<file path="src/fetch_cfg.svh">
// fetch front end constants
`ifndef FETCH_CFG_SVH
`define FETCH_CFG_SVH

// instruction and address widths
`define XLEN        32
`define ADDR_W      18

// branch history table, 16 counters
`define BHT_IDX_W   4

// instruction cache, 8 lines of one word
`define IC_IDX_W    3

// first fetch address after reset
`define RESET_PC    32'h0000_0000

// opcodes seen by the next-pc predictor
`define OPC_BRANCH  7'b1100011
`define OPC_JAL     7'b1101111

`endif

</file>
<file path="src/fetch_pkg.sv">
// fetch front end types
`include "fetch_cfg.svh"

package fetch_pkg;

    typedef logic [`XLEN-1:0] addr_t;
    typedef logic [`XLEN-1:0] word_t;

    // 0 and 1 predict not taken, 2 and 3 predict taken
    typedef logic [1:0] ctr_t;

    typedef logic [`BHT_IDX_W-1:0]            bht_idx_t;
    typedef logic [`IC_IDX_W-1:0]             ic_idx_t;
    typedef logic [`ADDR_W-`IC_IDX_W-3:0]     ic_tag_t;

    typedef struct packed {
        logic       imm12;
        logic [5:0] imm10_5;
        logic [4:0] rs2;
        logic [4:0] rs1;
        logic [2:0] funct3;
        logic [3:0] imm4_1;
        logic       imm11;
        logic [6:0] opcode;
    } b_fmt_t;

    typedef struct packed {
        logic       imm20;
        logic [9:0] imm10_1;
        logic       imm11;
        logic [7:0] imm19_12;
        logic [4:0] rd;
        logic [6:0] opcode;
    } j_fmt_t;

    // one instruction word, seen as raw bits, B-type or J-type
    typedef union packed {
        word_t  raw;
        b_fmt_t b;
        j_fmt_t j;
    } inst_t;

endpackage

</file>
<file path="src/bht.sv">
// branch history table
`timescale 1ns/100ps
`include "fetch_cfg.svh"

module bht import fetch_pkg::*; (
    input  logic     clk_in,
    input  logic     arst_n,
    input  logic     rdy_in,
    input  bht_idx_t rd_idx,
    output ctr_t     rd_ctr,
    input  logic     upd_valid,
    input  bht_idx_t upd_idx,
    input  logic     upd_taken
);

    localparam int DEPTH = 1 << `BHT_IDX_W;

    ctr_t ctr_q [DEPTH];
    ctr_t upd_ctr;

    // prediction read, sees an update from the cycle after it lands
    assign rd_ctr  = ctr_q[rd_idx];
    assign upd_ctr = ctr_q[upd_idx];

    always_ff @(posedge clk_in or negedge arst_n) begin
        if (!arst_n) begin
            // weakly not taken
            for (int i = 0; i < DEPTH; i++) begin
                ctr_q[i] <= 2'd1;
            end
        end else if (rdy_in && upd_valid) begin
            // saturate at both ends
            if (upd_taken) begin
                if (upd_ctr != 2'd3) begin
                    ctr_q[upd_idx] <= upd_ctr + 2'd1;
                end
            end else begin
                if (upd_ctr != 2'd0) begin
                    ctr_q[upd_idx] <= upd_ctr - 2'd1;
                end
            end
        end
    end

endmodule

</file>
<file path="src/icache.sv">
// direct-mapped instruction cache
`timescale 1ns/100ps
`include "fetch_cfg.svh"

module icache import fetch_pkg::*; (
    input  logic  clk_in,
    input  logic  arst_n,
    input  logic  rdy_in,
    input  addr_t lookup_pc,
    output logic  hit,
    output word_t hit_word,
    input  logic  fill_done,
    input  addr_t fill_pc,
    input  word_t fill_word
);

    localparam int LINES = 1 << `IC_IDX_W;

    logic [LINES-1:0] valid_q;
    ic_tag_t          tag_q  [LINES];
    word_t            data_q [LINES];

    ic_idx_t lk_idx;
    ic_tag_t lk_tag;
    ic_idx_t fl_idx;
    ic_tag_t fl_tag;

    // bits 1:0 are the byte offset in the word
    assign lk_idx = lookup_pc[`IC_IDX_W+1:2];
    assign lk_tag = lookup_pc[`ADDR_W-1:`IC_IDX_W+2];
    assign fl_idx = fill_pc[`IC_IDX_W+1:2];
    assign fl_tag = fill_pc[`ADDR_W-1:`IC_IDX_W+2];

    assign hit      = valid_q[lk_idx] && (tag_q[lk_idx] == lk_tag);
    assign hit_word = data_q[lk_idx];

    always_ff @(posedge clk_in or negedge arst_n) begin
        if (!arst_n) begin
            valid_q <= '0;
        end else if (rdy_in && fill_done) begin
            valid_q[fl_idx] <= 1'b1;
        end
    end

    // a fill replaces whatever the line held
    always_ff @(posedge clk_in) begin
        if (rdy_in && fill_done) begin
            tag_q[fl_idx]  <= fl_tag;
            data_q[fl_idx] <= fill_word;
        end
    end

endmodule

</file>
<file path="src/mem_ctrl.sv">
// byte-serial instruction fill
`timescale 1ns/100ps
`include "fetch_cfg.svh"

module mem_ctrl import fetch_pkg::*; (
    input  logic               clk_in,
    input  logic               arst_n,
    input  logic               rdy_in,
    input  logic               fill_start,
    input  addr_t              fill_pc,
    output logic               fill_done,
    output word_t              fill_word,
    output logic [`ADDR_W-1:0] mem_a,
    output logic               mem_rd,
    input  logic [7:0]         mem_din
);

    logic               busy_q;
    logic [2:0]         a_cnt_q;
    logic [1:0]         d_cnt_q;
    logic [`ADDR_W-3:0] base_q;
    logic [23:0]        shift_q;
    logic               byte_in;
    logic [1:0]         a_sel;

    // data on mem_din belongs to byte d_cnt when an address for it went out
    assign byte_in = busy_q && (a_cnt_q > {1'b0, d_cnt_q});

    // while frozen, re-request the byte still owed, so it lands on release
    assign a_sel  = rdy_in ? a_cnt_q[1:0] : d_cnt_q;
    assign mem_a  = {base_q, a_sel};
    assign mem_rd = busy_q && (!rdy_in || !a_cnt_q[2]);

    // last byte goes straight from the bus into the word
    assign fill_done = busy_q && rdy_in && a_cnt_q[2];
    assign fill_word = {mem_din, shift_q};

    always_ff @(posedge clk_in or negedge arst_n) begin
        if (!arst_n) begin
            busy_q  <= 1'b0;
            a_cnt_q <= '0;
            d_cnt_q <= '0;
        end else if (rdy_in) begin
            if (!busy_q) begin
                if (fill_start) begin
                    busy_q  <= 1'b1;
                    a_cnt_q <= '0;
                    d_cnt_q <= '0;
                end
            end else if (fill_done) begin
                busy_q <= 1'b0;
            end else begin
                if (!a_cnt_q[2]) begin
                    a_cnt_q <= a_cnt_q + 3'd1;
                end
                if (byte_in) begin
                    d_cnt_q <= d_cnt_q + 2'd1;
                end
            end
        end
    end

    // lowest byte first, shifted down as the next one arrives
    always_ff @(posedge clk_in) begin
        if (rdy_in) begin
            if (!busy_q && fill_start) begin
                base_q <= fill_pc[`ADDR_W-1:2];
            end
            if (byte_in) begin
                shift_q <= {mem_din, shift_q[23:8]};
            end
        end
    end

endmodule

</file>
<file path="src/fetch_ctrl.sv">
// fetch sequencing and next-pc prediction
`timescale 1ns/100ps
`include "fetch_cfg.svh"

module fetch_ctrl import fetch_pkg::*; (
    input  logic     clk_in,
    input  logic     arst_n,
    input  logic     rdy_in,
    input  logic     flush_valid,
    input  addr_t    flush_pc,
    output addr_t    ic_pc,
    input  logic     ic_hit,
    input  word_t    ic_word,
    output logic     fill_start,
    input  logic     fill_done,
    input  word_t    fill_word,
    output bht_idx_t bht_idx,
    input  ctr_t     bht_ctr,
    output logic     inst_req,
    output addr_t    inst_pc,
    output word_t    inst_word,
    output logic     inst_pred_taken,
    input  logic     inst_ack
);

    typedef enum logic [1:0] {
        S_LOOK,
        S_FILL,
        S_OFFER,
        S_REL
    } state_e;

    state_e state_q;
    addr_t  pc_q;
    addr_t  redir_pc_q;
    logic   redir_q;
    inst_t  word_q;
    logic   pred_q;
    inst_t  cap_word;
    logic   cap_pred;
    logic   capture;
    addr_t  j_imm;
    addr_t  b_imm;
    addr_t  next_pc;

    // lookup and fill both use the current pc
    assign ic_pc   = pc_q;
    assign bht_idx = pc_q[`BHT_IDX_W+1:2];

    assign fill_start = (state_q == S_LOOK) && !ic_hit && !flush_valid;

    assign cap_word = inst_t'((state_q == S_FILL) ? fill_word : ic_word);
    assign cap_pred = (cap_word.b.opcode == `OPC_BRANCH) && bht_ctr[1];
    assign capture  = ((state_q == S_LOOK) && ic_hit) || ((state_q == S_FILL) && fill_done);

    assign j_imm = {{11{word_q.j.imm20}}, word_q.j.imm20, word_q.j.imm19_12,
                    word_q.j.imm11, word_q.j.imm10_1, 1'b0};
    assign b_imm = {{19{word_q.b.imm12}}, word_q.b.imm12, word_q.b.imm11,
                    word_q.b.imm10_5, word_q.b.imm4_1, 1'b0};

    always_comb begin
        if (word_q.j.opcode == `OPC_JAL) begin
            next_pc = pc_q + j_imm;
        end else if (pred_q) begin
            next_pc = pc_q + b_imm;
        end else begin
            next_pc = pc_q + 32'd4;
        end
    end

    assign inst_req        = (state_q == S_OFFER);
    assign inst_pc         = pc_q;
    assign inst_word       = word_q.raw;
    assign inst_pred_taken = pred_q;

    always_ff @(posedge clk_in or negedge arst_n) begin
        if (!arst_n) begin
            state_q <= S_LOOK;
            pc_q    <= `RESET_PC;
            redir_q <= 1'b0;
        end else if (rdy_in) begin
            case (state_q)
                S_LOOK: begin
                    if (flush_valid) begin
                        pc_q <= flush_pc;
                    end else if (ic_hit) begin
                        state_q <= S_OFFER;
                    end else begin
                        state_q <= S_FILL;
                    end
                end
                S_FILL: begin
                    // the line still gets written, only the word is dropped
                    if (fill_done) begin
                        redir_q <= 1'b0;
                        if (flush_valid || redir_q) begin
                            pc_q    <= flush_valid ? flush_pc : redir_pc_q;
                            state_q <= S_LOOK;
                        end else begin
                            state_q <= S_OFFER;
                        end
                    end else if (flush_valid) begin
                        redir_q <= 1'b1;
                    end
                end
                S_OFFER: begin
                    if (inst_ack) begin
                        state_q <= S_REL;
                    end
                end
                default: begin
                    // advance only once the consumer has let go of ack
                    if (!inst_ack) begin
                        pc_q    <= flush_valid ? flush_pc : next_pc;
                        state_q <= S_LOOK;
                    end
                end
            endcase
        end
    end

    // word and prediction held steady for the whole handshake
    always_ff @(posedge clk_in) begin
        if (rdy_in) begin
            if (flush_valid) begin
                redir_pc_q <= flush_pc;
            end
            if (capture) begin
                word_q <= cap_word;
                pred_q <= cap_pred;
            end
        end
    end

endmodule

</file>
<file path="src/fetch_top.sv">
// instruction fetch front end
`timescale 1ns/100ps
`include "fetch_cfg.svh"

module fetch_top import fetch_pkg::*; (
    input  logic               clk_in,
    input  logic               arst_n,
    input  logic               rdy_in,
    output logic [`ADDR_W-1:0] mem_a,
    output logic               mem_rd,
    input  logic [7:0]         mem_din,
    output logic               inst_req,
    output addr_t              inst_pc,
    output word_t              inst_word,
    output logic               inst_pred_taken,
    input  logic               inst_ack,
    input  logic               flush_valid,
    input  addr_t              flush_pc,
    input  logic               resolve_valid,
    input  addr_t              resolve_pc,
    input  logic               resolve_taken
);

    addr_t    ic_pc;
    logic     ic_hit;
    word_t    ic_word;
    logic     fill_start;
    logic     fill_done;
    word_t    fill_word;
    bht_idx_t bht_idx;
    ctr_t     bht_ctr;
    bht_idx_t resolve_idx;

    // same pc bits the fetch side uses for its read index
    assign resolve_idx = resolve_pc[`BHT_IDX_W+1:2];

    bht u_bht (
        .clk_in    ( clk_in        ),
        .arst_n    ( arst_n        ),
        .rdy_in    ( rdy_in        ),
        .rd_idx    ( bht_idx       ),
        .rd_ctr    ( bht_ctr       ),
        .upd_valid ( resolve_valid ),
        .upd_idx   ( resolve_idx   ),
        .upd_taken ( resolve_taken )
    );

    icache u_icache (
        .clk_in    ( clk_in    ),
        .arst_n    ( arst_n    ),
        .rdy_in    ( rdy_in    ),
        .lookup_pc ( ic_pc     ),
        .hit       ( ic_hit    ),
        .hit_word  ( ic_word   ),
        .fill_done ( fill_done ),
        .fill_pc   ( ic_pc     ),
        .fill_word ( fill_word )
    );

    mem_ctrl u_mem_ctrl (
        .clk_in     ( clk_in     ),
        .arst_n     ( arst_n     ),
        .rdy_in     ( rdy_in     ),
        .fill_start ( fill_start ),
        .fill_pc    ( ic_pc      ),
        .fill_done  ( fill_done  ),
        .fill_word  ( fill_word  ),
        .mem_a      ( mem_a      ),
        .mem_rd     ( mem_rd     ),
        .mem_din    ( mem_din    )
    );

    fetch_ctrl u_fetch_ctrl (
        .clk_in          ( clk_in          ),
        .arst_n          ( arst_n          ),
        .rdy_in          ( rdy_in          ),
        .flush_valid     ( flush_valid     ),
        .flush_pc        ( flush_pc        ),
        .ic_pc           ( ic_pc           ),
        .ic_hit          ( ic_hit          ),
        .ic_word         ( ic_word         ),
        .fill_start      ( fill_start      ),
        .fill_done       ( fill_done       ),
        .fill_word       ( fill_word       ),
        .bht_idx         ( bht_idx         ),
        .bht_ctr         ( bht_ctr         ),
        .inst_req        ( inst_req        ),
        .inst_pc         ( inst_pc         ),
        .inst_word       ( inst_word       ),
        .inst_pred_taken ( inst_pred_taken ),
        .inst_ack        ( inst_ack        )
    );

endmodule

</file>
<file path="config.mk">
export PLATFORM = sky130hd
export DESIGN_NAME = fetch_top
export DESIGN_NICKNAME = d
export VERILOG_FILES = /design/src/fetch_pkg.sv /design/src/bht.sv /design/src/icache.sv /design/src/mem_ctrl.sv /design/src/fetch_ctrl.sv /design/src/fetch_top.sv
export VERILOG_INCLUDE_DIRS = /design/src /design/src/src
export SDC_FILE = /design/constraint.sdc
export NUM_CORES = 1
export LEC_CHECK = 0
export ABC_AREA = 0
export BUFFER_PORTS_ARGS = -buffer_cell sky130_fd_sc_hd__buf_2
export CAP_MARGIN = 30
export CELL_PAD_IN_SITES_DETAIL_PLACEMENT = 0
export CELL_PAD_IN_SITES_GLOBAL_PLACEMENT = 1
export CORE_ASPECT_RATIO = 1.1
export CORE_MARGIN = 3
export CORE_UTILIZATION = 50
export CTS_CLUSTER_DIAMETER = 150
export CTS_CLUSTER_SIZE = 28
export DETAILED_ROUTE_END_ITERATION = 10
export PLACE_DENSITY_LB_ADDON = 0.15
export SLEW_MARGIN = 5
export SYNTH_ARGS = -nofsm -noshare
export SYNTH_HDL_FRONTEND = slang
export SYNTH_SLANG_ARGS = --single-unit
</file>
<file path="constraint.sdc">
create_clock -name clk_in -period 13.23 [get_ports clk_in]
set_input_delay 2.646 -clock clk_in [delete_from_list [all_inputs] [get_ports clk_in]]
set_output_delay 2.646 -clock clk_in [all_outputs]
set_load 0.03 [all_outputs]
</file>
==> flow_summary.json <==
{
  "synth_adder_area_share_pct": 2.531,
  "ctsRootBufferMaster": "clkbuf_16",
  "final.setup.tns_ps": 0,
  "ir_worst_vdd_v": 0.0001589,
  "gr-usage-all-layers_pct": 25.65,
  "io_buffers": 135,
  "ctsHtreeMaxLevel": 1,
  "netlist_instances": 1944,
  "r2r_cells": 12,
  "power_mw": 5.908,
  "fin_worst_skew_ps": 32.03,
  "period_needed_ps": 6458,
  "synth.area.mux_share_pct": 8.607,
  "final_nets": 2174,
  "dieArea_um2": 54370,
  "critPathLaunchType": "primary input",
  "firstDrtPassIters": 5,
  "cp.arrival_ps": 3810,
  "rrSetupSlack_ps": 8010,
  "path_clk_slew_ps": 110,
  "finalCritPeriodShare_pct": 48.81,
  "overflow": 0,
  "ys_seq_area_share_pct": 62.05,
  "netlist_area_um2": 25800,
  "reg2reg_from": "u_fetch_ctrl.ic_pc[2]",
  "clk_path_buf_depth": 3,
  "wl_per_cell_um": 26.16,
  "slew_viol_final": 0,
  "layout-drive-gt1-share_pct": 19.94,
  "drv_cap": 0,
  "grt_busiest_layer": "met2",
  "worstPathRequired_ps": 10580,
  "clock_sinks": 546,
  "post_cts_resized": 0,
  "die_width_um": 222.6,
  "p_leak_nw": 9.813,
  "grt_max_degree": 97,
  "gp_congestion": 0.9057,
  "tightest_slew_ps": 1028,
  "final_area_um2": 27980,
  "grt_antenna_before_repair": 0,
  "core_um2": 50570,
  "hold_path.class": "flip-flop to flip-flop",
  "fmax_mhz": 154.9,
  "yosysWarnings": 0,
  "holdBufCountCts": 0,
  "final_hold_viol_count": 0,
  "clock_latency_ps": 600,
  "cts_tree": "yes",
  "grt.met2_usage_pct": 43.05,
  "holdWs_ps": 476.9,
  "synth_xor_area_share_pct": 2.376,
  "cp_max_fo": 48,
  "synth_edf_count": 465,
  "ys_ff_latch": 546,
  "synthTopCellsByArea": "edfxtp_1 54%, dfrtp_1 6.3%, mux2_2 3.8%",
  "syn_to_final_growth_pct": 8.423,
  "synth_cell_types": 90,
  "rsz0062_at_grt": "no",
  "grtUsageMet3_pct": 3.037,
  "synth-main-ff-cell": "edfxtp_1",
  "finalSetupViolCount": 0,
  "viasPerCell": 6.265,
  "startpoint": "rdy_in",
  "ios": 164,
  "synth_top_area_cell": "edfxtp_1",
  "rr_endpoint": "u_fetch_ctrl.inst_word[18]",
  "synth_top_cell_area_share_pct": 54.12,
  "critPathKind": "primary input to primary output",
  "met1_usage_pct": 35.63,
  "ant_nets": 0,
  "initial_core_util_pct": 51.02,
  "via_count": 17046,
  "synth_compound_area_share_pct": 13.86,
  "synthArstFlopShare_pct": 14.84,
  "synth_top_family_by_area": "compound AO/OA/AOI/OAI gates",
  "syn_nets": 2074,
  "power_density_nw_per_um2": 211.2,
  "die_h_um": 244.3,
  "status": "completed",
  "postCtsSetupBuffers": 0,
  "drc": 0,
  "dr.first_iter.drc_count": 1567,
  "row_count": 86,
  "first_global_vias": 16611,
  "endpoint": "mem_rd",
  "grt_pass1_wl_um": 106800,
  "synth_simple_gate_area_share_pct": 8.074,
  "avgSynthCellArea_um2": 13.27,
  "place_hpwl_um": 44820,
  "crit_path_end_kind": "primary output",
  "wl_um": 71170,
  "cts_buffers": 23,
  "place_area_um2": 27300,
  "slew_headroom_pct": 31.15,
  "n_antenna_cell": 0
}
[cells in the final DEF (no fill, tap or decap), types with 23 or more instances in the layout]
master / netlist / final
a21oi_1: 134 / 133
a221oi_1: 54 / 54
a22oi_1: 26 / 26
a31oi_1: 24 / 24
buf_2: 15 / 134
buf_4: 8 / 51
clkbuf_16: 0 / 23
dfrtp_1: 65 / 62
edfxtp_1: 465 / 465
ha_1: 49 / 49
inv_1: 29 / 29
mux2_2: 88 / 88
mux2i_1: 52 / 52
mux4_2: 29 / 29
nand2_1: 131 / 130
nand3_1: 31 / 31
nor2_1: 150 / 145
o21ai_0: 82 / 82
xnor2_1: 37 / 37
xor2_1: 33 / 33
[worst min path at each step]
stage	start	end	depth (start not counted)
after detailed placement	u_icache.valid_q[1]	u_icache.valid_q[1]	1
after global placement	u_icache.valid_q[7]	u_icache.valid_q[7]	1
final	u_icache.valid_q[4]	u_icache.valid_q[4]	1
after floorplan	u_icache.valid_q[4]	u_icache.valid_q[4]	1
after CTS	u_icache.valid_q[3]	u_icache.valid_q[3]	1
after global routing	u_icache.valid_q[6]	u_icache.valid_q[6]	1
[registers in the layout, indices dropped and copies added, names as in the netlist, named ones only]
register / flops
u_bht.ctr_q: 16
u_fetch_ctrl.ic_pc: 32
u_fetch_ctrl.inst_pred_taken: 1
u_fetch_ctrl.inst_word: 32
u_fetch_ctrl.redir_pc_q: 32
u_fetch_ctrl.redir_q: 1
u_fetch_ctrl.state_q: 2
u_icache.data_q: 256
u_icache.tag_q: 104
u_icache.valid_q: 8
u_mem_ctrl.a_cnt_q: 3
u_mem_ctrl.base_q: 16
u_mem_ctrl.busy_q: 1
u_mem_ctrl.d_cnt_q: 2
u_mem_ctrl.shift_q: 24
[critical path: stages]
cell and delay (ps):
buf_2 70, buf_4 580, a21boi_0 240, buf_2 240
[Yosys cell counts (15+ instances only)]
| master | instances |
|---|---|
| edfxtp_1 | 465 |
| a221oi_1 | 54 |
| mux2i_1 | 52 |
| a211oi_1 | 17 |
| o21ai_0 | 82 |
| xor2_1 | 33 |
| nor2b_1 | 17 |
| ha_1 | 49 |
| clkbuf_1 | 75 |
| dfrtp_1 | 65 |
| nand3_1 | 31 |
| inv_1 | 29 |
| o211ai_1 | 17 |
| mux2_2 | 88 |
| a22oi_1 | 26 |
| a31oi_1 | 24 |
| mux4_2 | 29 |
| nor3_1 | 22 |
| a21o_1 | 18 |
| a21oi_1 | 134 |
| nor2_1 | 150 |
| nand2_1 | 131 |
| xnor2_1 | 37 |
| buf_2 | 15 |
| dfstp_2 | 16 |
[stage by stage]
step | utilization, % | setup slack [ps] | std cells
after CTS | 55.32 | 6776 | 2721
after detailed placement | 53.98 | 6772 | 2679
final | 55.32 | 6772 | 2721
after global placement | 53.87 | 6798 | 2675
after global routing | 55.32 | 6714 | 2721
after floorplan | - | 6670 | 1944
[cells by family after synthesis]
| logic type | Yosys count |
|---|---|
| AND/OR/NAND/NOR | 446 |
| multiplexers | 174 |
| XOR/XNOR | 70 |
| adder cells (fa/ha/maj) | 51 |
| AO/OA/AOI/OAI | 512 |
| buffers and inverters | 145 |
| flip-flops | 546 |
[power breakdown]
part	internal, mW	leakage [nW]	switching [mW]	total [mW]
Combinational	0.966	4.31	1.62	2.58
Sequential	2.19	5.18	0.269	2.46
Clock	0.341	0.321	0.526	0.866
[layout make-up]
cell class	instances	area (µm²)
fill	4187	22600
timing repair buffer	188	1116
multi-input combinational	1253	9216
clock buffer	40	639.4
clock inverter	2	36.28
sequential	546	16020
inverter	32	120.1
tap	660	825.8
[routing by layer]
| layer | wire length, µm | part of all wire (%) |
|---|---|---|
| met5 | 0 | 0 |
| met4 | 2154 | 3.0 |
| met3 | 3849 | 5.4 |
| met2 | 34680 | 49 |
| met1 | 30480 | 43 |
No activity file was read; power rests on OpenSTA's default activity.
